[src/hdl/synFilt_config.svh]
`ifndef SYN_FILT_CONFIG_SVH
`define SYN_FILT_CONFIG_SVH

//////////////////////////////
// Filter geometry
//////////////////////////////

// Taps after a[0], also the number of past outputs kept
`define SYN_ORDER 10

// Samples per subframe
`define SYN_FRAME 40

//////////////////////////////
// Memory and arithmetic
//////////////////////////////

`define SYN_ADDR_W 12
`define SYN_WORD_W 32

// Scaling before rounding to the high half
`define SYN_SHIFT 3

`endif

[src/hdl/synFiltPkg.sv]
`include "synFilt_config.svh"

package synFiltPkg;

	// Sequencer states
	typedef enum logic [15:0]
	{
		idle,
		loadFirst,
		readCoef,
		readPast,
		accumulate,
		shiftStart,
		shiftWait,
		round,
		writeOut,
		copyRead,
		copyWrite,
		finish
	} synState;

	// Arithmetic unit opcodes
	typedef enum logic [1:0]
	{
		opMult,
		opMsu,
		opAdd
	} aluOp;

	// One memory write port
	typedef struct packed
	{
		logic writeEn;
		logic [`SYN_ADDR_W-1:0] addr;
		logic [`SYN_WORD_W-1:0] data;
	} memWrite;

	// Host side of the memory selector
	typedef struct packed
	{
		logic select;
		logic [`SYN_ADDR_W-1:0] readAddr;
		memWrite write;
	} hostAccess;

endpackage

[src/hdl/fixedPointAlu.sv]
`timescale 1ns/1ps

module fixedPointAlu
(
	input synFiltPkg::aluOp op,
	input logic signed [15:0] a,
	input logic signed [15:0] b,
	input logic signed [31:0] acc,
	output logic signed [31:0] result
);

	localparam logic signed [31:0] maxWord = 32'sh7fffffff;
	localparam logic signed [31:0] minWord = 32'sh80000000;

	logic signed [31:0] rawProduct;
	logic signed [31:0] product;

	// Clamp a 33-bit sum back into 32 bits
	function automatic logic signed [31:0] saturate(input logic signed [32:0] wide);
		logic signed [31:0] clamped;
		if (wide[32] != wide[31])
			clamped = wide[32] ? minWord : maxWord;
		else
			clamped = wide[31:0];
		return clamped;
	endfunction

	//////////////////////////////
	// Fractional multiply
	//////////////////////////////

	always_comb
	begin
		rawProduct = a * b;
		// Q15 by Q15 doubled into Q31
		// Only the product of two -32768 values overflows
		if (rawProduct == 32'sh40000000)
			product = maxWord;
		else
			product = rawProduct <<< 1;
	end

	//////////////////////////////
	// Opcode select
	//////////////////////////////

	always_comb
	begin
		case (op)
			synFiltPkg::opMult:
				result = product;
			synFiltPkg::opMsu:
				result = saturate({acc[31], acc} - {product[31], product});
			// Operand pair taken as one word, high half in a
			synFiltPkg::opAdd:
				result = saturate({acc[31], acc} + {a[15], a, b});
			default:
				result = product;
		endcase
	end

endmodule

[config.mk]
export PLATFORM = sky130hd
export DESIGN_NAME = fixedPointAlu
export DESIGN_NICKNAME = d
export VERILOG_FILES = /design/src/hdl/synFiltPkg.sv /design/src/hdl/fixedPointAlu.sv
export VERILOG_INCLUDE_DIRS = /design/src /design/src/hdl
export SDC_FILE = /design/constraint.sdc
export NUM_CORES = 1
export LEC_CHECK = 0
export CORE_UTILIZATION = 37
export DETAILED_ROUTE_END_ITERATION = 7
export DONT_BUFFER_PORTS = 1
export GPL_TIMING_DRIVEN = 1
export PLACE_DENSITY = 0.54
export SYNTH_ARGS = -nofsm -noshare
export SYNTH_HDL_FRONTEND = slang
export SYNTH_SLANG_ARGS = --single-unit
[constraint.sdc]
create_clock -name vclk -period 23.7
set_input_delay 1.185 -clock vclk [all_inputs]
set_output_delay 1.185 -clock vclk [all_outputs]
set_load 0.05 [all_outputs]
==> impl_metrics.yaml <==
yosys:
  synthSimpleGateAreaFrac: 0.2160
  synthAdderAreaFrac: 0.4821
  netlist_instances: 1836
  synth-compound-area-share: 0.1615
  synth.avg_cell_area_um2: 8.069
  ys_seq_area_frac: 0
  yosys_warnings: 0
  yosys.cell_types.count: 84
  muxShareOfSynthArea: 0.004223
  syn-cell-area_um2: 14820
  syn_nets: 2312
  synth_top_family_by_area: "adder cells"
  synth_xor_area_frac: 0.04907
drt:
  drt_pass1_iterations: 5
  ant_nets: 0
  drcViolationCount: 0
  routedWlPerCell_um: 20.36
  totalWireLength_um: 46610
  drtIter0Drc: 765
  vias: 12800
  routed_via_density: 5.591
global_route:
  globalRouteOverflowTotal: 0
  antenna_found_initial: 0
  grt_max_degree: 35
  grt.total_usage: 0.2335
  grt_pass1_vias: 13550
  grt_pass1_wl_um: 75450
setup_path:
  cpPeakStageDelay_ns: 1.05
  slowest_stage: "a221oi_2"
  crit_arrival_ns: 14.01
  endpoint_kind: "primary output"
  critPathMaxFanout: 34
  cp.required_ns: 22.51
  critPathKind: "primary input to primary output"
  cpMostUsedCell: "fa_1"
  start_kind: "primary input"
floorplanning:
  die_h_um: 202.1
  die_w_um: 202.1
  rows: 72
  start_util: 0.3789
  boundaryPins: 98
  core_um2: 39100
  dieArea_um2: 40850
sta:
  grt_setup_unrepaired: "no"
  fin_worst_hold_slack_ns: 2.701
  hold_violations: 0
  worst_pin_slew_ns: 1.159
  tns_ns: 0
  slew_viol_final: 0
  period_needed_ns: 15.19
  relSlewSlack: 0.2300
  finalCritPeriodShare: 0.6411
  fmax_mhz: 65.82
  setup_viol: 0
worst_hold_path:
  hp-start: "b[0]"
  hp-class: "primary input to primary output"
  whs_endpoint: "result[1]"
  whs_path_depth: 2
place:
  gp_congestion: 0.9714
  place_hpwl_um: 39390
  port_buffers: 0
  placed_cells: 2289
  post_dp_cell_area_um2: 15290
flow_run:
  maxCapViolCount: 0
outcome:
  status: "finished clean"
layout:
  final_nets: 2249
  seq_cells: 0
  final_cell_area_um2: 15290
  drive_gt1_frac: 0.03783
  nClkBuffers: 0
  syn_to_final_growth_pct: 3.218
  seqCellArea_um2: 0
  antenna_cells: 0
  finalNonFillerCells: 2289
clock_tree:
  cts_hold_buf: 0
  ctsResizeCount: 0
  postCtsSetupBuffers: 0
==> cells in the mapped netlist (4+ instances only) <==
cell type | count | share of area
o211ai_1 | 11 | 0.0056
o221ai_1 | 6 | 0.0035
nand2_1 | 193 | 0.049
a31oi_1 | 13 | 0.0055
buf_1 | 4 | 0.0010
o21a_1 | 18 | 0.0091
o21ai_1 | 6 | 0.0020
fa_1 | 264 | 0.36
o21ai_0 | 51 | 0.017
inv_1 | 255 | 0.065
nor2b_1 | 17 | 0.0072
nand2b_1 | 10 | 0.0042
xor2_1 | 34 | 0.020
o31ai_1 | 5 | 0.0025
nor4_1 | 15 | 0.0063
nand3_1 | 20 | 0.0068
or3_1 | 10 | 0.0042
o21bai_1 | 10 | 0.0051
xnor2_1 | 49 | 0.029
and2_1 | 136 | 0.057
a31o_2 | 4 | 0.0024
or2_2 | 5 | 0.0021
clkbuf_1 | 58 | 0.015
nand4_1 | 9 | 0.0038
buf_2 | 9 | 0.0030
ha_1 | 146 | 0.12
and3_1 | 10 | 0.0042
a21oi_1 | 103 | 0.035
a221oi_2 | 8 | 0.0081
nor3_1 | 44 | 0.015
mux2i_1 | 4 | 0.0027
a211oi_1 | 13 | 0.0066
a21o_1 | 40 | 0.020
nor2_1 | 161 | 0.041
a221oi_1 | 6 | 0.0035
a311oi_1 | 5 | 0.0030
==> worst max-delay path: cells and delay by family <==
kind,cells,cell delay [ns]
AOI/OAI and AO/OA,16,4.97
adders and majority gates,8,3.99
and+or+nand+nor,7,2.81
buffers and inverters,5,0.82
xor gates and xnor gates,1,0.17
==> per-stage QoR <==
stage          setup WS, ns    util
2_1_floorplan         9.577       -
3_3_place_gp          8.871  0.3911
3_5_place_dp          8.666  0.3911
4_1_cts               8.639  0.3911
5_1_grt               7.800  0.3911
6_report              8.507  0.3911
==> cell families (layout without fill, tap and decap cells) <==
kind of cell             Yosys count  in the layout
AND/OR/NAND/NOR                  653            653
multiplexers                       6              6
buffers and inverters            333            268
XOR/XNOR                          83             83
AO/OA/AOI/OAI                    348            348
adder cells (fa/ha/maj)          413            413
==> layout by cell type (no fill, tap or decap), types with 9 or more instances in the layout <==
master | synthesis | routed
a211oi_1 | 13 | 12
a21o_1 | 40 | 40
a21oi_1 | 103 | 103
a221oi_2 | 8 | 10
a31oi_1 | 13 | 13
and2_1 | 136 | 136
and3_1 | 10 | 10
buf_4 | 2 | 11
fa_1 | 264 | 264
ha_1 | 146 | 146
inv_1 | 255 | 255
nand2_1 | 193 | 193
nand2b_1 | 10 | 10
nand3_1 | 20 | 20
nand4_1 | 9 | 9
nor2_1 | 161 | 161
nor2b_1 | 17 | 17
nor3_1 | 44 | 33
nor3_2 | 0 | 11
nor4_1 | 15 | 15
o211ai_1 | 11 | 11
o21a_1 | 18 | 18
o21ai_0 | 51 | 51
o21bai_1 | 10 | 10
or3_1 | 10 | 10
xnor2_1 | 49 | 49
xor2_1 | 34 | 34
==> worst max-delay path by stage <==
stage,cells after the start,end,slack (ns),startpoint
6_report,37,result[1],8.51,b[2]
5_1_grt,37,result[1],7.80,b[2]
4_1_cts,37,result[1],8.64,b[2]
3_5_place_dp,37,result[1],8.67,b[2]
3_3_place_gp,35,result[1],8.87,b[2]
2_1_floorplan,39,result[0],9.58,a[15]
==> routing by layer <==
metal  GRT usage  vias to the layer above  part of all wire  wire length [µm]
met3     0.01354                       48             0.041              1896
li1            -                     5931                 -                 -
met1      0.3241                     6519              0.46             21450
met5           0                        -                 0                 0
met2      0.4049                      300              0.48             22410
met4     0.03974                        0             0.018               858
==> layout make-up <==
cell class                 count  area [µm²]
inverter                     257       964.7
fill                        4117       23810
timing repair buffer          11       82.58
multi-input combinational   1503       13600
tap                          518       648.1
Power is left out: the tool's default activity adds up to more than one toggle a clock period on the data nets, which glitch-free logic cannot reach.
