--- src/hdl/longShiftLeft.sv ---
`timescale 1ns/1ps

module longShiftLeft
(
	input logic clk,
	input logic reset,
	input logic ready,
	input logic [31:0] var1,
	input logic [15:0] numShift,
	output logic done,
	output logic [31:0] out
);

	logic busy;
	logic [15:0] remaining;
	logic [31:0] stepped;

	// One saturating step
	// A clamped value stays clamped on later steps
	always_comb
	begin
		if ($signed(out) > 32'sh3fffffff)
			stepped = 32'h7fffffff;
		else if ($signed(out) < 32'shc0000000)
			stepped = 32'h80000000;
		else
			stepped = out << 1;
	end

	// Step counter and done pulse
	always_ff @(posedge clk)
	begin
		if (reset)
		begin
			busy <= 1'b0;
			remaining <= '0;
			done <= 1'b0;
		end
		else
		begin
			done <= 1'b0;
			if (!busy)
			begin
				if (ready)
				begin
					remaining <= numShift;
					busy <= (numShift != 16'd0);
					done <= (numShift == 16'd0);
				end
			end
			else
			begin
				remaining <= remaining - 16'd1;
				if (remaining == 16'd1)
				begin
					busy <= 1'b0;
					done <= 1'b1;
				end
			end
		end
	end

	always_ff @(posedge clk)
	begin
		if (!busy && ready)
			out <= var1;
		else if (busy)
			out <= stepped;
	end

endmodule

--- config.mk ---
export PLATFORM = sky130hd
export DESIGN_NAME = longShiftLeft
export DESIGN_NICKNAME = d
export VERILOG_FILES = /design/src/hdl/longShiftLeft.sv
export SDC_FILE = /design/constraint.sdc
export NUM_CORES = 1
export LEC_CHECK = 0
export BUFFER_PORTS_ARGS = -buffer_cell sky130_fd_sc_hd__buf_2
export CAP_MARGIN = 20
export CORE_UTILIZATION = 50
export DETAILED_ROUTE_END_ITERATION = 16
export PLACE_DENSITY_LB_ADDON = 0.12
export SLEW_MARGIN = 0
export SYNTH_ARGS = -nofsm -noshare
export SYNTH_HDL_FRONTEND = slang
export SYNTH_SLANG_ARGS = --single-unit
--- constraint.sdc ---
create_clock -name clk -period 3.4 [get_ports clk]
set_clock_uncertainty 0.1 [all_clocks]
set_input_delay 0.68 -clock clk [delete_from_list [all_inputs] [get_ports clk]]
set_output_delay 0.68 -clock clk [all_outputs]
set_load 0.1 [all_outputs]
==> results of run 1 <==
==> final cells by class <==
| cell class | count | area (µm²) |
|---|---|---|
| well taps | 70 | 87.6 |
| multi-input cells | 251 | 1310 |
| flip-flops and latches | 50 | 1320 |
| fillers | 460 | 1890 |
| inverters | 6 | 22.5 |
| repair buffers | 88 | 453 |
| clock buffers | 8 | 80.1 |
==> cell families (layout without fill, tap and decap cells) <==
| family | after synthesis | in the layout | synth area share, % |
|---|---|---|---|
| AND/OR/NAND/NOR | 143 | 143 | 24.2 |
| AO/OA/AOI/OAI | 103 | 103 | 21.6 |
| flip-flops | 50 | 50 | 48.5 |
| buffers and inverters | 26 | 102 | 3.63 |
| adder cells (fa/ha/maj) | 2 | 2 | 0.918 |
| multiplexers | 2 | 2 | 0.826 |
| XOR/XNOR | 1 | 1 | 0.321 |
==> sequential cells by signal, summed over array words and instances (netlist names) <==
name       count
busy           1
remaining     16
out           32
done           1
==> worst register-to-register path: cells and delay by family (launching register included) <==
family	cells	cell delay [ps]
flops	1	650
buf+inv	2	490
simple gates	1	300
==> power by group <==
group	internal, µW	total (µW)	leakage, µW	switching, µW
Clock	147	339	0.0000395	192
Combinational	179	871	0.000833	692
Sequential	757	837	0.000476	80.0
Total	1080	2050	0.00135	964
==> per-stage QoR <==
step / setup WS (ps) / cell area (µm²) / util (%) / std cells
after global placement: 1290 / 3200 / 61.8 / 465
after floorplan: 1250 / 2730 / - / 327
after detailed placement: 1250 / 3200 / 61.8 / 465
after global routing: 963 / 3280 / 63.4 / 473
after CTS: 1060 / 3280 / 63.4 / 473
final: 1040 / 3280 / 63.4 / 473
==> worst paths after layout <==
kind	end	slack, ps	cells after the start
max reg2reg	out[6]	1490	3
min	remaining[8]	440	2
max	out[30]	1040	1
min reg2reg	remaining[8]	440	2
==> Yosys cell counts, types with 2 or more instances <==
cell type / n / area, µm²
a221oi_1: 2 / 17.5
nand3b_1: 4 / 30.0
nor2b_1: 3 / 18.8
clkbuf_1: 17 / 63.8
nor4_1: 6 / 37.5
a32oi_1: 2 / 17.5
nand2b_1: 3 / 18.8
or2_2: 2 / 12.5
dfxtp_1: 18 / 360
nand2_1: 92 / 345
buf_1: 2 / 7.51
inv_1: 5 / 18.8
a31oi_1: 8 / 50.1
mux2_2: 2 / 22.5
o311ai_0: 2 / 17.5
ha_1: 2 / 25.0
nor2_1: 13 / 48.8
o21a_1: 3 / 22.5
nand4_1: 4 / 25.0
o21ai_0: 68 / 340
a21oi_1: 8 / 40.0
nand3_1: 3 / 15.0
or3_1: 4 / 25.0
edfxtp_1: 32 / 961
==> metal layers <==
layer	vias to the layer above	global-route usage, %	share of wire [%]
met5	-	0	0
met4	0	9.26	2.0
met3	13	5.42	5.7
met2	82	38.1	47
met1	1203	28.9	46
li1	1326	-	-
==> metrics, run 1 <==
Setup Total Neg Slack=0 ps; status=finished clean; Total Wirelength=~6500 µm; Overall Power=2050 µW; mapped cell area=2730 µm²; first-pass GRT wire length=9890 µm; detailed-route via count=between 2,000 and 3,000; register area share after synthesis=48.5%; fmax=between 0.4 and 0.5 GHz; initial antenna violation count=0; RSZ-0062 raised after global routing=no; clk buf depth=2; Slew Viols, Final=0; top_reg_cell synth=edfxtp_1; CP endpoint kind=output port; CP Launch Point=out[30]; Syn. warnings=0; worst path cell trace=buf_2; largest fanout on the critical path=23; Final nets=455; CP Data Arrival Time=1580 ps; max_cap viols=0; CTS H-tree depth=2; IO Port Bufs=83; worst skew pair latency=300 ps; core outline area=5170 µm²; Wirelength per Cell=13.7 µm; RePlAce Congestion=0.813; CP max-delay cell=edfxtp_1; clk slew on worst S/H paths=90 ps; Chip Height=75.8 µm; minimum clock period after layout=about 2400 ps; critical path class=flip-flop to output port; area delta synth->final=20.2%; row count=26; Required @ worst endpoint=roughly 2600 ps; Initial DRT Pass Iterations=4; Setup crit start kind=flip-flop; FF+latch count, synth=50; family with the most delay on the worst path=flip-flops; static leakage=0.00135 µW; Root Driver=clkbuf_8; CTS tree=yes; GRT overflow=0; largest net degree at the start of global routing=75; count of cell types in the netlist=46; peak supply drop=~350 µV; reg2reg start=busy; pwr/cell area=624 nW/µm²; Mapped Nets=380; die width=75.8 µm; Worst path max stage delay=740 ps; DP Wirelength=around 4500 µm; Starting Density=52.7%; beginning of the worst hold path=remaining[8]; crit share post-route=69.3%; CTS Buf Count=5; clock sink total=50; DRT iter0 DRCs=190; Hold Buf Count CTS=0; commonest cells after routing, fill and taps aside=92 x nand2_1, 83 x buf_2, 68 x o21ai_0; ANT cells=0; die area=~5800 µm²; Top Ports=84; hold crit path type=flip-flop to flip-flop; vias in the first global route=2,238; relative slew slack=between 50% and 60%; EDFF count, synth=32; Final Hold Fails=0; post-DR vias/cell=5.55; cts repair resizes=0; GR Util All Layers=23.0%; asr flop ratio synth=0%; commonest non-fill, non-tap cell in the layout=nand2_1; share of cells above drive strength 1=about a quarter; Mean Syn Cell Area=about 8.3 µm²; Worst-Margin Slew=~650 ps; Worst Path Buf+Inv=1; Hold WS=435 ps; post-route ant nets=0; Mapped Cells=approximately 330; # Post-CTS Setup Buffers=0; Final setup violation count=0; DRC=0
(Power assumes the default switching activity.)
==> inputs of run 2 (changes only) <==
ABC_AREA = 1   (was not set)
clock period = 2.41 ns   (was 3.4 ns; I/O delays follow)
==> metrics, run 2 <==
fmax=0.568 GHz; CTS Buf Count=5 (unchanged); top_reg_cell synth=edfxtp_1; post-synth top area share=34.7% (-0.54 points); peak supply drop=405 µV (+16%); Mean Syn Cell Area=7.82 µm² (-6.2%); Largest regs=out (32), remaining (16); Worst Path Buf+Inv=1 (unchanged); DRT iter0 DRCs=151 (-21%); DP Wirelength=4630 µm (+3.4%); FF+latch count, synth=50 (unchanged); Chip Height=76.4 µm (+0.76%); count of cell types in the netlist=28 (-39%); core outline area=5200 µm² (+0.63%); Initial DRT Pass Iterations=4 (unchanged); largest cells by area after synthesis=edfxtp_1 35%, dfxtp_1 13%, nand2_1 12%; clk slew on worst S/H paths=100 ps (about the same); commonest cells after routing, fill and taps aside=85 x nand2_1, 83 x buf_2, 55 x nor2_1; Worst path max stage delay=460 ps (-280 ps); Root Driver=clkbuf_8; pwr/cell area=895 nW/µm² (+43%); count leader, synth=nand2_1; EDFF count, synth=32 (unchanged); GRT overflow=0 (unchanged); static leakage=0.00155 µW (+15%); worst path cell trace=buf_2; DRC=0 (unchanged); Synth Area in Adders=0.904% (-0.014 points); CTS H-tree depth=2 (unchanged); minimum clock period after layout=1760 ps; Final setup violation count=0 (unchanged); clock sink total=50 (unchanged); pre-CTS WS=616 ps (-634 ps); Mapped Cells=354 (+8.3%); critical path class=flip-flop to output port; largest fanout on the critical path=4 (-83%); post-synthesis mux area share=0% (-0.83 points); Required @ worst endpoint=1830 ps (-790 ps); CP Data Arrival Time=1180 ps (-400 ps); RSZ-0062 raised after global routing=no; status=finished clean; Final Hold Fails=0 (unchanged); largest net degree at the start of global routing=36 (-52%); hold crit path type=input pin to flip-flop; RePlAce Congestion=0.879 (+8.2%); Setup Total Neg Slack=0 ps (unchanged); initial antenna violation count=0 (unchanged); fraction of synthesized cell area in xor and xnor cells=1.58% (+1.3 points); die area=5840 µm² (+1.5%); Worst-Margin Slew=618 ps (-27.8 ps); Top Ports=84 (unchanged); post-route ant nets=0 (unchanged); die width=76.4 µm (+0.76%); CP max-delay cell=buf_2; met2 wire length=3090 µm (+2.5%); Total Wirelength=6430 µm (-0.54%); first-pass GRT wire length=10,800 µm (+9.1%); family with the most delay on the worst path=buffers and inverters; # Post-CTS Setup Buffers=0 (unchanged); main combinational cell family by area after synthesis=simple AND/OR/NAND/NOR gates; ANT cells=0 (unchanged); relative slew slack=58.8% (+2.0 points); Top reg by flops=out; worst skew pair latency=300 ps (about the same); GR Util All Layers=22.8% (-0.14 points); Slew Viols, Final=0 (unchanged); share of cells above drive strength 1=27.6% (+2.0 points); Starting Density=53.2% (+0.49 points); top cells by count, synth=85 x nand2_1, 56 x nor2_1, 45 x inv_1; vias in the first global route=2,403 (+7.4%); Synth Area in Compound Gates=13.8% (-7.8 points); CTS tree=yes; max_cap viols=0 (unchanged); CP endpoint kind=output port; cts repair resizes=0 (unchanged); register area share after synthesis=47.7% (-0.74 points); crit share post-route=between 70% and 80%; PnR worst setup slack=649 ps (-394 ps); area delta synth->final=20.2% (about the same); mapped cell area=2770 µm² (+1.6%); detailed-route via count=2,515 (-4.2%); Syn. warnings=0 (unchanged); post-DR vias/cell=4.98 (-10%); Hold Buf Count CTS=0 (unchanged); row count=26 (unchanged); Final nets=487 (+7.0%); Synth area leader=edfxtp_1; Simple-Gate Fraction of Synth Area=26.1% (+1.8 points); Metal-1 WL=2910 µm (-1.1%); clk buf depth=2 (unchanged); asr flop ratio synth=0% (unchanged); Wirelength per Cell=12.7 µm (-6.8%); highest routed layer=met4; Mapped Nets=407 (+7.1%); max reg flops=32 (unchanged); commonest non-fill, non-tap cell in the layout=nand2_1; Final Core Density=63.9% (+0.54 points); DR WL met3=377 µm (+2.4%); IO Port Bufs=83 (unchanged); Setup crit start kind=flip-flop
## run 2: path summary, 6_finish.rpt
check / start / to / slack [ps] / cells after the start
worst max-delay path: out[31] / out[31] / 650 / 1
worst min register to register: remaining[11] / remaining[11] / 480 / 4
worst min-delay path: var1[0] / out[0] / 340 / 3
worst max register to register: out[31] / out[2] / 730 / 4
## run 2: layer usage
layer	global-route usage, %	vias to the layer above
li1	-	1298
met1	28.7	1130
met4	4.42	0
met2	41.0	83
met3	4.07	4
met5	0	-
## run 2: cells by family (layout without fill, tap and decap cells)
| kind of cell | after synthesis | after routing |
|---|---|---|
| buffers and inverters | 64 | 145 |
| adder cells (fa/ha/maj) | 2 | 2 |
| flip-flops | 50 | 50 |
| AND/OR/NAND/NOR | 170 | 170 |
| AO/OA/AOI/OAI | 63 | 63 |
| XOR/XNOR | 5 | 5 |
## run 2: layout make-up
type / instances / area [µm²]
flip-flops and latches: 50 / 1320
clock inverters: 3 / 21.3
multi-input cells: 240 / 1180
fillers: 465 / 1880
repair buffers: 88 / 465
well taps: 70 / 87.6
inverters: 49 / 186
clock buffers: 5 / 68.8
## run 2: metrics by stage
stage          hold WS, ps  total power, µW  instance area, µm²  std cells
4_1_cts                331             3000                3330        505
3_5_place_dp           478             2510                3240        497
6_report               344             2980                3330        505
3_3_place_gp           467             2490                3240        497
2_1_floorplan          443             2280                2770        354
5_1_grt                352             3130                3330        505
## run 2: power by group
group	leakage, µW	switching [µW]	internal [µW]
sequential	0.000476	84.6	1070
combinational	0.00103	1060	274
clock	0.0000441	284	204
total	0.00155	1430	1550
==> inputs of run 3 (changes only) <==
clock period = 1.75 ns   (was 2.41 ns; I/O delays follow)
==> metrics, run 3 (synthesized netlist as in run 2, its figures left out) <==
status=finished clean; RSZ-0062 raised after global routing=no; first-pass GRT wire length=10,700 µm (-1.1%); RePlAce Congestion=0.839 (-4.6%); max_cap viols=0 (unchanged); row count=26 (unchanged); clk slew on worst S/H paths=90 ps (about the same); share of cells above drive strength 1=28.2% (+0.66 points); static leakage=0.00159 µW (+2.6%); relative slew slack=67.2% (+8.4 points); pwr/cell area=1270 nW/µm² (+42%); Root Driver=clkbuf_8; max reg flops=32 (unchanged); Initial DRT Pass Iterations=4 (unchanged); commonest cells after routing, fill and taps aside=85 x nand2_1, 83 x buf_2, 55 x nor2_1; Setup crit start kind=flip-flop; Final setup violation count=0 (unchanged); post-DR vias/cell=4.98 (about the same); largest net degree at the start of global routing=33 (-8.3%); Top Ports=84 (unchanged); DP Wirelength=4750 µm (+2.5%); commonest non-fill, non-tap cell in the layout=nand2_1; highest routed layer=met4; Total Wirelength=6490 µm (+0.90%); met2 wire length=3030 µm (-1.9%); critical path class=flip-flop to output port; Final nets=491 (+0.82%); vias in the first global route=2,307 (-4.0%); DRC=0 (unchanged); worst skew pair latency=300 ps (about the same); CTS H-tree depth=2 (unchanged); peak supply drop=621 µV (+53%); filler instances=449 (-3.4%); Largest regs=out (32), remaining (16); die area=5840 µm² (unchanged); Slew Viols, Final=0 (unchanged); Wirelength per Cell=12.7 µm (+0.11%); # Post-CTS Setup Buffers=0 (unchanged); DR WL met3=380 µm (+0.80%); Setup Total Neg Slack=0 ps (unchanged); Worst path max stage delay=470 ps (about the same); post-route ant nets=0 (unchanged); crit share post-route=94.7%; detailed-route via count=2,535 (+0.80%); cts repair resizes=0 (unchanged); Metal-1 WL=3000 µm (+3.0%); Chip Height=76.4 µm (unchanged); Starting Density=53.2% (unchanged); core outline area=5200 µm² (unchanged); die width=76.4 µm (unchanged); worst path cell trace=buf_2; Required @ worst endpoint=1300 ps (-530 ps); DP Area=3280 µm² (+1.5%); CP endpoint kind=output port; area delta synth->final=22.8%; GRT overflow=0 (unchanged); Worst-Margin Slew=495 ps (-123 ps); Worst Path Buf+Inv=1 (unchanged); post-route cell area=3400 µm² (+2.2%); ANT cells=0 (unchanged); initial antenna violation count=0 (unchanged); DRT iter0 DRCs=139 (-7.9%); Top reg by flops=out; CTS Buf Count=5 (unchanged); CP Data Arrival Time=1210 ps (+30 ps); GR Util All Layers=22.7% (-0.16 points); hold crit path type=input pin to flip-flop; clk buf depth=2 (unchanged); IO Port Bufs=83 (unchanged); fmax=a little over 0.6 GHz; Hold Buf Count CTS=0 (unchanged); clock sink total=50 (unchanged); CP max-delay cell=buf_2; minimum clock period after layout=approximately 1700 ps; family with the most delay on the worst path=buffers and inverters; CTS tree=yes; Final Hold Fails=0 (unchanged); largest fanout on the critical path=4 (unchanged)
run 3: routing by layer:
| layer | track usage (%) | vias up |
|---|---|---|
| li1 | - | 1305 |
| met1 | 30.8 | 1138 |
| met2 | 36.7 | 84 |
| met3 | 4.19 | 8 |
| met5 | 0 | - |
| met4 | 6.92 | 0 |
run 3: power breakdown:
| part | internal, µW | leakage, µW | switching, µW |
|---|---|---|---|
| combinational | 407 | 0.00105 | 1480 |
| sequential | 1470 | 0.000476 | 118 |
| clock | 466 | 0.0000585 | 370 |
| total | 2350 | 0.00159 | 1970 |
run 3: layout make-up:
| type | count | area (µm²) | share of cell area (%) |
|---|---|---|---|
| Clock buffer | 7 | 86.3 | 2.54 |
| Sequential cell | 50 | 1320 | 38.9 |
| Tap cell | 70 | 87.6 | 2.58 |
| Clock inverter | 1 | 30.0 | 0.883 |
| Timing Repair Buffer | 92 | 508 | 14.9 |
| Inverter | 49 | 186 | 5.48 |
| Multi-Input combinational cell | 240 | 1180 | 34.7 |
run 3: tightest hold or removal path: cells and delay by family:
| family | cells | cell delay [ps] |
|---|---|---|
| simple gates | 2 | 90 |
| buf+inv | 1 | 80 |
run 3: path summary, 6_finish.rpt:
kind / startpoint / end / slack [ps] / cells past startpoint
max: out[31] / out[31] / 90 / 1
min: var1[0] / out[0] / 220 / 3
max reg2reg: remaining[0] / remaining[14] / 150 / 9
min reg2reg: remaining[11] / remaining[11] / 490 / 4
run 3: through the flow:
step	instances	utilization [%]	hold slack, ps	total power [µW]	setup slack [ps]
floorplan	354	-	419	3190	-75.6
global placement	501	63.1	461	3490	190
detailed placement	501	63.1	478	3510	174
CTS	509	65.3	215	4340	74.2
global route	509	65.3	223	4530	20.9
finish	509	65.3	222	4320	92.4
