`src/hdl/synFilt_config.svh`:
```
`ifndef SYN_FILT_CONFIG_SVH
`define SYN_FILT_CONFIG_SVH

//////////////////////////////
// Filter geometry
//////////////////////////////

// Taps after a[0], also the number of past outputs kept
`define SYN_ORDER 10

// Samples per subframe
`define SYN_FRAME 40

//////////////////////////////
// Memory and arithmetic
//////////////////////////////

`define SYN_ADDR_W 12
`define SYN_WORD_W 32

// Scaling before rounding to the high half
`define SYN_SHIFT 3

`endif

```
`src/hdl/synFiltPkg.sv`:
```
`include "synFilt_config.svh"

package synFiltPkg;

	// Sequencer states
	typedef enum logic [15:0]
	{
		idle,
		loadFirst,
		readCoef,
		readPast,
		accumulate,
		shiftStart,
		shiftWait,
		round,
		writeOut,
		copyRead,
		copyWrite,
		finish
	} synState;

	// Arithmetic unit opcodes
	typedef enum logic [1:0]
	{
		opMult,
		opMsu,
		opAdd
	} aluOp;

	// One memory write port
	typedef struct packed
	{
		logic writeEn;
		logic [`SYN_ADDR_W-1:0] addr;
		logic [`SYN_WORD_W-1:0] data;
	} memWrite;

	// Host side of the memory selector
	typedef struct packed
	{
		logic select;
		logic [`SYN_ADDR_W-1:0] readAddr;
		memWrite write;
	} hostAccess;

endpackage

```
`src/hdl/synFiltControl.sv`:
```
`timescale 1ns/1ps
`include "synFilt_config.svh"

module synFiltControl
(
	input logic clk,
	input logic reset,
	input logic start,
	input logic [`SYN_ADDR_W-1:0] xAddr,
	input logic [`SYN_ADDR_W-1:0] aAddr,
	input logic [`SYN_ADDR_W-1:0] yAddr,
	input logic [`SYN_ADDR_W-1:0] fMemAddr,
	input logic update,
	input logic [`SYN_WORD_W-1:0] memIn,
	output synFiltPkg::memWrite memOut,
	output logic [`SYN_ADDR_W-1:0] readAddr,
	output synFiltPkg::aluOp op,
	output logic signed [15:0] aluA,
	output logic signed [15:0] aluB,
	output logic signed [31:0] aluAcc,
	input logic signed [31:0] aluResult,
	output logic shlReady,
	output logic [31:0] shlVar1,
	output logic [15:0] shlNumShift,
	input logic shlDone,
	input logic [31:0] shlOut,
	output logic done
);

	localparam int sampleW = $clog2(`SYN_FRAME);
	localparam int tapW = $clog2(`SYN_ORDER + 1);
	localparam logic [`SYN_ADDR_W-1:0] copyOffset = `SYN_FRAME - `SYN_ORDER;

	synFiltPkg::synState state;
	logic [sampleW-1:0] n;
	logic [tapW-1:0] j;
	logic updateReg;
	logic [`SYN_ADDR_W-1:0] xBase;
	logic [`SYN_ADDR_W-1:0] aBase;
	logic [`SYN_ADDR_W-1:0] yBase;
	logic [`SYN_ADDR_W-1:0] fBase;
	logic signed [31:0] acc;
	logic signed [15:0] coef;
	logic [`SYN_ADDR_W-1:0] pastAddr;
	logic lastSample;
	logic lastTap;

	assign lastSample = (n == sampleW'(`SYN_FRAME - 1));
	assign lastTap = (j == tapW'(`SYN_ORDER));

	// y[n-j] from the output area, else from the filter memory (oldest first)
	always_comb
	begin
		if (`SYN_ADDR_W'(n) >= `SYN_ADDR_W'(j))
			pastAddr = yBase + `SYN_ADDR_W'(n) - `SYN_ADDR_W'(j);
		else
			pastAddr = fBase + `SYN_ADDR_W'(`SYN_ORDER) + `SYN_ADDR_W'(n) - `SYN_ADDR_W'(j);
	end

	//////////////////////////////
	// Memory side
	//////////////////////////////

	always_comb
	begin
		case (state)
			synFiltPkg::loadFirst:
				readAddr = aBase;
			synFiltPkg::readCoef:
				readAddr = aBase + `SYN_ADDR_W'(j);
			synFiltPkg::readPast:
				readAddr = (j == '0) ? xBase + `SYN_ADDR_W'(n) : pastAddr;
			synFiltPkg::copyRead:
				readAddr = yBase + copyOffset + `SYN_ADDR_W'(j);
			default:
				readAddr = aBase;
		endcase
	end

	always_comb
	begin
		memOut.writeEn = 1'b0;
		memOut.addr = yBase + `SYN_ADDR_W'(n);
		// Rounded high half, sign-extended into the word
		memOut.data = {{16{acc[31]}}, acc[31:16]};
		if (state == synFiltPkg::writeOut)
			memOut.writeEn = 1'b1;
		else if (state == synFiltPkg::copyWrite)
		begin
			memOut.writeEn = 1'b1;
			memOut.addr = fBase + `SYN_ADDR_W'(j);
			memOut.data = memIn;
		end
	end

	//////////////////////////////
	// Arithmetic side
	//////////////////////////////

	always_comb
	begin
		op = (j == '0) ? synFiltPkg::opMult : synFiltPkg::opMsu;
		aluA = coef;
		aluB = memIn[15:0];
		aluAcc = acc;
		if (state == synFiltPkg::round)
		begin
			// Add 0x8000 before taking the high half
			op = synFiltPkg::opAdd;
			aluA = 16'sd0;
			aluB = 16'sh8000;
		end
	end

	assign shlReady = (state == synFiltPkg::shiftStart);
	assign shlVar1 = acc;
	assign shlNumShift = 16'(`SYN_SHIFT);
	assign done = (state == synFiltPkg::finish);

	//////////////////////////////
	// Sequencer
	//////////////////////////////

	always_ff @(posedge clk)
	begin
		if (reset)
		begin
			state <= synFiltPkg::idle;
			n <= '0;
			j <= '0;
			updateReg <= 1'b0;
		end
		else
		begin
			case (state)
				synFiltPkg::idle:
				begin
					if (start)
					begin
						updateReg <= update;
						n <= '0;
						state <= synFiltPkg::loadFirst;
					end
				end
				synFiltPkg::loadFirst:
				begin
					j <= '0;
					state <= synFiltPkg::readPast;
				end
				synFiltPkg::readCoef:
					state <= synFiltPkg::readPast;
				synFiltPkg::readPast:
					state <= synFiltPkg::accumulate;
				synFiltPkg::accumulate:
				begin
					if (lastTap)
						state <= synFiltPkg::shiftStart;
					else
					begin
						j <= j + tapW'(1);
						state <= synFiltPkg::readCoef;
					end
				end
				synFiltPkg::shiftStart:
					state <= synFiltPkg::shiftWait;
				synFiltPkg::shiftWait:
				begin
					if (shlDone)
						state <= synFiltPkg::round;
				end
				synFiltPkg::round:
					state <= synFiltPkg::writeOut;
				synFiltPkg::writeOut:
				begin
					if (!lastSample)
					begin
						n <= n + sampleW'(1);
						state <= synFiltPkg::loadFirst;
					end
					else if (updateReg)
					begin
						j <= '0;
						state <= synFiltPkg::copyRead;
					end
					else
						state <= synFiltPkg::finish;
				end
				synFiltPkg::copyRead:
					state <= synFiltPkg::copyWrite;
				synFiltPkg::copyWrite:
				begin
					if (j == tapW'(`SYN_ORDER - 1))
						state <= synFiltPkg::finish;
					else
					begin
						j <= j + tapW'(1);
						state <= synFiltPkg::copyRead;
					end
				end
				default:
					state <= synFiltPkg::idle;
			endcase
		end
	end

	// Job bases, coefficient and accumulator
	always_ff @(posedge clk)
	begin
		if (state == synFiltPkg::idle && start)
		begin
			xBase <= xAddr;
			aBase <= aAddr;
			yBase <= yAddr;
			fBase <= fMemAddr;
		end
		if (state == synFiltPkg::readPast)
			coef <= memIn[15:0];
		if (state == synFiltPkg::accumulate || state == synFiltPkg::round)
			acc <= aluResult;
		else if (state == synFiltPkg::shiftWait && shlDone)
			acc <= shlOut;
	end

endmodule

```
`config.mk`:
```
export PLATFORM = sky130hd
export DESIGN_NAME = synFiltControl
export DESIGN_NICKNAME = d
export VERILOG_FILES = /design/src/hdl/synFiltPkg.sv /design/src/hdl/synFiltControl.sv
export VERILOG_INCLUDE_DIRS = /design/src /design/src/hdl
export SDC_FILE = /design/constraint.sdc
export NUM_CORES = 1
export LEC_CHECK = 0
export ABC_AREA = 1
export BUFFER_PORTS_ARGS = -buffer_cell sky130_fd_sc_hd__buf_2
export CORE_AREA = 2 2 152 192
export CTS_BUF_LIST = sky130_fd_sc_hd__clkbuf_16
export DETAILED_ROUTE_END_ITERATION = 12
export DIE_AREA = 0 0 154 194
export GPL_TIMING_DRIVEN = 0
export PLACE_DENSITY = 0.67
export SYNTH_ARGS = -nofsm -noshare
export SYNTH_HDL_FRONTEND = slang
export SYNTH_SLANG_ARGS = --single-unit
```
`constraint.sdc`:
```
create_clock -name clk -period 3.1 [get_ports clk]
set_input_delay 0.465 -clock clk [delete_from_list [all_inputs] [get_ports clk]]
set_output_delay 0.465 -clock clk [all_outputs]
set_load 0.03 [all_outputs]
```
==> flow_metrics.env, run 1 <==
export IMPL_outcome="finished with violations"
export IMPL_violations="setup timing"
export IMPL_start_util_pct=30.62
export IMPL_synth_top_family_by_area="simple AND/OR/NAND/NOR gates"
export IMPL_grt_util_met1_pct=19.26
export IMPL_maxSlewViolCount=0
export IMPL_worst_slew_pin_slew_ns=0.8448
export IMPL_use_met3_pct=3.286
export IMPL_stdcell_count=1867
export IMPL_synthCells=1129
export IMPL_path_clk_slew_ns=0.08
export IMPL_pwr_density_cell_nw_per_um2=437.6
export IMPL_r2r_start="state[1]"
export IMPL_track_usage_pct=19.07
export IMPL_die_h_um=194
export IMPL_critPathMaxFanout=5
export IMPL_cts_tree="built"
export IMPL_io_buffers=305
export IMPL_synth_xor_area_share_pct=2.345
export IMPL_combPwrFrac_pct=41.1
export IMPL_hold_path_class="in -> reg"
export IMPL_relSlewSlack_pct=43.47
export IMPL_endpoint_kind="output pin"
export IMPL_switching_power_w=0.002076
export IMPL_met2_usage_pct=37.32
export IMPL_clk_latency_ns=0.37
export IMPL_synthToLayoutAreaGrowth_pct=38.96
export IMPL_swShare_pct=39.75
export IMPL_arrival_ns=3.32
export IMPL_post_place_cells=1805
export IMPL_rsz0062_at_grt="true"
export IMPL_nets=1736
export IMPL_cts_max_path_buffers=2
export IMPL_ys_warn_count=0
export IMPL_grt_max_degree=33
export IMPL_worstPathRequired_ns=2.63
export IMPL_ioPinCount=322
export IMPL_synth_compound_area_share_pct=9.773
export IMPL_postPlaceCellArea_um2=10730
export IMPL_fp_coreArea_um2=28060
export IMPL_r2r_setup_slack_ns=0.15
export IMPL_antenna_found_initial=1
export IMPL_syn_area_um2=8591
export IMPL_period_minus_slack_ns=3.781
export IMPL_clkPwrFrac_pct=23.0
export IMPL_crit_start="yBase[0]"
export IMPL_h_tree_depth=3
export IMPL_core_rowCount=69
export IMPL_skew_ns=0.01067
export IMPL_intPower_w=0.003148
export IMPL_hold_start="fMemAddr[2]"
export IMPL_vias=8797
export IMPL_tns_ns=-6.487
export IMPL_route_detailed_drc=0
export IMPL_hold_viol=0
export IMPL_routed_wl_um=29500
export IMPL_synth_distinct_cells=49
export IMPL_drtPass1Iterations=5
export IMPL_drtIter0Drc=447
export IMPL_die_area_um2=29880
export IMPL_synth_seq_area_share_pct=37.05
export IMPL_timing_fmax_ghz=0.2645
export IMPL_wl_per_cell_um=15.80
export IMPL_synth_seq_cells=111
export IMPL_grt_pass1_wl_um=43990
export IMPL_clockRootBuffer="clkbuf_16"
export IMPL_ctsHoldBuffers=0
export IMPL_ir_drop_mv=0.2915
export IMPL_die_w_um=154
export IMPL_hold_ws_ns=0.2656
export IMPL_gp_congestion=0.8796
export IMPL_finalCritPeriodShare_pct=122.0
export IMPL_drive_above_1_share_pct=37.43
export IMPL_ant_nets=0
export IMPL_synth_fa_ha_area_share_pct=12.53
export IMPL_crit_path_start_kind="flip-flop"
export IMPL_cts_sinks=111
export IMPL_busiest_layer="met2"
export IMPL_via_per_inst=4.712
export IMPL_finalSetupViolations=12
export IMPL_setup_slack_ns=-0.6806
export IMPL_seqPwrFrac_pct=35.9
export IMPL_overflow=0
export IMPL_critPathKind="reg -> out"
export IMPL_synth_simple_area_share_pct=26.04
export IMPL_timing_max_cap_violations=0
export IMPL_final_area_um2=11940
export IMPL_antenna_cells=0
export IMPL_p_leak_nw=5.889
export IMPL_dp_hpwl_um=23290
export IMPL_syn_area_per_cell_um2=7.609
export IMPL_cts_buffers=9
export IMPL_grt_pass1_vias=8583
export IMPL_synthMuxAreaShare_pct=0
export IMPL_p_total_w=0.005224
## power by group through the flow
stage               combinational, W  clock, W  sequential [W]
finish                       0.00215   0.00120         0.00188
global placement             0.00178         0         0.00192
detailed placement           0.00182         0         0.00192
global route                 0.00235   0.00128         0.00189
floorplan                    0.00124         0         0.00191
CTS                          0.00206   0.00123         0.00188
## cells in the mapped netlist, drive strengths merged
library cell | instances | area, µm²
a2111oi | 1 | 8.760
a211oi | 2 | 15.01
a21boi | 2 | 18.77
a21o | 1 | 7.510
a21oi | 59 | 302.8
a221oi | 1 | 8.760
a22oi | 1 | 7.510
a31oi | 1 | 6.260
buf | 54 | 392.9
clkbuf | 16 | 60.06
conb | 2 | 7.510
dfxtp | 15 | 300.3
edfxtp | 96 | 2883
fa | 10 | 200.2
ha | 70 | 875.8
inv | 158 | 593.1
nand2 | 331 | 1262
nand3 | 58 | 295.3
nand3b | 2 | 15.01
nand4 | 13 | 87.58
nor2 | 107 | 429.2
nor3 | 17 | 90.09
nor3b | 2 | 20.02
nor4 | 1 | 6.260
o2111ai | 5 | 43.79
o211ai | 5 | 37.54
o21ai | 62 | 310.3
o21bai | 3 | 22.52
o221ai | 1 | 8.760
o22ai | 2 | 12.51
o31ai | 2 | 20.02
o32ai | 1 | 8.760
or2 | 5 | 31.28
xnor2 | 9 | 78.83
xor2 | 14 | 122.6
## registers in the layout (all words and copies together) (netlist names)
name,flops
fBase,12
coef,16
xBase,12
yBase,12
n,6
j,4
aBase,12
state,4
aluAcc,32
updateReg,1
## timing repair
item | in CTS | in global routing
setup endpoints to repair | 51 | 72
resized for setup | 104 | 65
pin swaps | 40 | 41
buffers inserted | 34 | 14
gates cloned | 0 | 0
## worst max-delay path, cell delays in order (launching register included)
cell      delay, ns
edfxtp_1       0.45
ha_2           0.23
inv_2          0.04
fa_2           0.39
xnor2_4        0.22
ha_4           0.25
a21oi_2        0.11
nand2_1        0.08
nand2_2        0.08
nand2_2        0.07
nor2_4         0.09
nand2_2        0.08
nor2_4         0.15
nand4_1        0.11
nand3_1        0.09
nand2_1        0.08
nand2_1        0.09
nand2_2        0.07
a21oi_4        0.15
buf_6          0.14
## cell families (layout without fill, tap and decap cells)
kind of cell / count (synthesis) / count (layout)
AO/OA/AOI/OAI: 149 / 149
XOR/XNOR: 23 / 23
adder cells (fa/ha/maj): 80 / 80
buffers and inverters: 228 / 597
flip-flops: 111 / 111
other: 2 / 16
AND/OR/NAND/NOR: 536 / 536
## per-stage QoR
step	setup WS (ns)	util, %
2_1_floorplan	-0.006326	-
3_3_place_gp	-0.8655	38.09
3_5_place_dp	-0.6389	38.23
4_1_cts	-0.6717	41.42
5_1_grt	-0.8023	42.55
6_report	-0.6806	42.55
## layer usage
layer | routed length [µm] | up-vias
met5 | 0 | -
met4 | 1199 | 0
met3 | 1639 | 68
met2 | 16220 | 357
met1 | 10450 | 3983
li1 | - | 4389
## layout make-up
class | count | area [µm²]
multi-input combinational | 804 | 4885
clock buffer | 9 | 225.2
sequential | 111 | 3216
inverter | 158 | 614.3
clock inverter | 7 | 63.81
buffer | 70 | 455.4
tap | 355 | 444.2
timing repair buffer | 353 | 2034
fill | 2761 | 16120
## worst paths after layout
check,to,cells past startpoint
worst max-delay path,readAddr[11],19
worst min-delay path,fBase[2],1
worst max register to register,aluAcc[8],5
worst min register to register,updateReg,2
## layout by cell type, fill, tap and decap left out, types with 8 or more instances in the layout
cell type	count
buf_6	20
buf_4	92
ha_4	11
nand4_1	12
nor2_1	94
nor3_1	15
buf_2	292
nand3_2	11
inv_1	135
nand2_2	26
nand2_1	305
o21ai_0	42
dfxtp_4	8
conb_1	16
o21ai_1	11
clkbuf_1	14
inv_2	17
nor2_4	8
o21ai_2	9
a21oi_1	49
edfxtp_1	96
a21oi_2	8
ha_1	57
nand3_1	46
xor2_1	13
clkbuf_16	9
No activity file was read; power rests on OpenSTA's default activity.
==> run 2: changes to the inputs <==
- CELL_PAD_IN_SITES_DETAIL_PLACEMENT: not set -> 2
- CELL_PAD_IN_SITES_GLOBAL_PLACEMENT: not set -> 2
- CORE_AREA: 2 2 152 192 -> 2 2 169 213
- DIE_AREA: 0 0 154 194 -> 0 0 171 215
- PLACE_DENSITY: 0.67 -> 0.89
- SETUP_SLACK_MARGIN: not set -> 0.3
==> run 2 against run 1 <==
The flow still finishes with violations (setup timing). Combinational power up 22%. Design area rose by 6.8%. Clock-buffer cell count is the same. Sequential power barely moved. Register-to-register slack gained 0.13 ns. Via count increased by 14%. Critical path depth stayed put. Wire length up 69%. Largest cell class unchanged. Global-route usage up 5.7 points. Clock skew is 0.0031 ns higher.
==> flow_metrics.env, run 2 (same netlist as run 1, synthesis figures left out) <==
export IMPL_die_h_um=215
export IMPL_violations="setup timing"
export IMPL_worstPathRequired_ns=2.63
export IMPL_crit_path_start_kind="flip-flop"
export IMPL_dpl_worst_slack_ns=-0.6783
export IMPL_p_leak_nw=6.165
export IMPL_crit_path_top_delay_cell="fa_2"
export IMPL_nets=1760
export IMPL_cts_tree="built"
export IMPL_drtIter0Drc=483
export IMPL_synthToLayoutAreaGrowth_pct=48.34
export IMPL_setup_slack_ns=-0.9345
export IMPL_cts_sinks=111
export IMPL_skew_ns=0.01373
export IMPL_timing_fmax_ghz=0.2479
export IMPL_die_area_um2=36770
export IMPL_grt_pass1_vias=11092
export IMPL_ir_drop_mv=0.3011
export IMPL_hold_start="fMemAddr[1]"
export IMPL_vias=10006
export IMPL_period_minus_slack_ns=4.034
export IMPL_wl_per_cell_um=24.84
export IMPL_start_util_pct=24.63
export IMPL_grt_pass1_wl_um=66700
export IMPL_drive_above_1_share_pct=42.12
export IMPL_relSlewSlack_pct=49.50
export IMPL_die_w_um=171
export IMPL_hold_ws_ns=0.2284
export IMPL_gp_congestion=0.9064
export IMPL_pwr_density_cell_nw_per_um2=445.0
export IMPL_critPathKind="reg -> out"
export IMPL_via_per_inst=4.973
export IMPL_cts_buffers=9
export IMPL_critPathMaxFanout=2
export IMPL_worst_slew_pin_slew_ns=0.7568
export IMPL_overflow=0
export IMPL_io_buffers=305
export IMPL_grt_max_degree=33
export IMPL_dp_hpwl_um=34060
export IMPL_hold_viol=0
export IMPL_rsz0062_at_grt="true"
export IMPL_drtPass1Iterations=5
export IMPL_crit_chain="ha_4, inv_2, fa_2, inv_2, ha_1, nand3b_1, nand2_2, nand2_4, nand2_4, nor2_4, buf_4, buf_4, buf_4, nor2_2, o22ai_2, nand2_2, nand3_2, nand4_1, buf_6"
export IMPL_r2r_setup_slack_ns=0.28
export IMPL_mostFrequentLayoutCell="buf_2"
export IMPL_crit_top_cell="buf_4"
export IMPL_cts_max_path_buffers=2
export IMPL_track_usage_pct=24.77
export IMPL_r2r_start="state[2]"
export IMPL_timing_max_cap_violations=0
export IMPL_hold_path_depth=1
export IMPL_hold_path_class="in -> reg"
export IMPL_path_depth=19
export IMPL_h_tree_depth=3
export IMPL_finalSetupViolations=19
export IMPL_largest_reg_flops=32
export IMPL_arrival_ns=3.57
export IMPL_routed_wl_um=49980
export IMPL_critPathMaxStageDelay_ns=0.57
export IMPL_clockRootBuffer="clkbuf_16"
export IMPL_fp_coreArea_um2=34880
export IMPL_ant_nets=0
export IMPL_maxSlewViolCount=0
export IMPL_outcome="finished with violations"
export IMPL_path_clk_slew_ns=0.08
export IMPL_reg2reg_depth=13
export IMPL_final_cell_mix="buf_2, nand2_1, inv_1, buf_4, edfxtp_1"
export IMPL_cp_top_family="adder cells"
export IMPL_crit_start="yBase[0]"
export IMPL_endpoint_kind="output pin"
export IMPL_antenna_found_initial=6
export IMPL_core_rowCount=77
export IMPL_ioPinCount=322
export IMPL_clk_latency_ns=0.41
export IMPL_route_detailed_drc=0
export IMPL_finalCritPeriodShare_pct=130.1
export IMPL_path_buf_inv=6
==> run 2: metrics by stage <==
stage	total power [W]	util [%]	cells	instance area [µm²]	TNS, ns
final	0.005671	36.54	2012	12740	-10.05
after global routing	0.005883	36.54	2012	12740	-11.49
after CTS	0.005285	34.53	1980	12040	-9.517
after detailed placement	0.003905	31.38	1923	10940	-22.50
after global placement	0.003783	31.32	1922	10920	-17.67
after floorplan	0.003181	-	1143	8803	0
==> run 2: final timing paths <==
path	endpoint
setup reg to reg	n[5]
hold reg to reg	updateReg
setup / recovery	readAddr[5]
hold / removal	fBase[1]
==> run 2: timing repair <==
item                                    CTS  global route
gates cloned                              0             1
pin swaps                                41            51
endpoints found under the setup margin  118            69
hold endpoints to repair                  0             0
hold buffers                              0             0
setup buffers                            41            29
resized for setup                       150           126
==> run 2: layer usage <==
metal / GRT usage (%) / wire length, µm
met5: 0 / 27
met4: 15.68 / 3571
met3: 6.280 / 3216
met2: 46.32 / 26610
met1: 23.67 / 16550
==> run 2: power by group <==
part / switching, W / internal (W) / total [W]
registers: 0.000118 / 0.00177 / 0.00189
logic: 0.00170 / 0.000925 / 0.00262
clock network: 0.000624 / 0.000532 / 0.00116
total: 0.00244 / 0.00323 / 0.00567
==> run 2: final cells by class <==
type,count,area [µm²]
diodes,2,5.005
repair buffers,376,2252
fillers,4071,22130
multi-input cells,805,5313
well taps,474,593.1
flip-flops and latches,111,3216
inverters,158,626.9
clock buffers,9,225.2
clock inverters,7,32.53
plain buffers,70,480.5
==> run 2: worst register-to-register path: stages (launching register included) <==
cell     delay, ns
dfxtp_1       0.33
nor2_1        0.30
inv_1         0.24
nor2_1        0.19
nand2_1       0.20
inv_6         0.25
buf_12        0.23
nor2_1        0.14
inv_2         0.13
nand2_1       0.07
nor2_1        0.18
nand2_1       0.12
nor2_1        0.24
nor3b_2       0.09
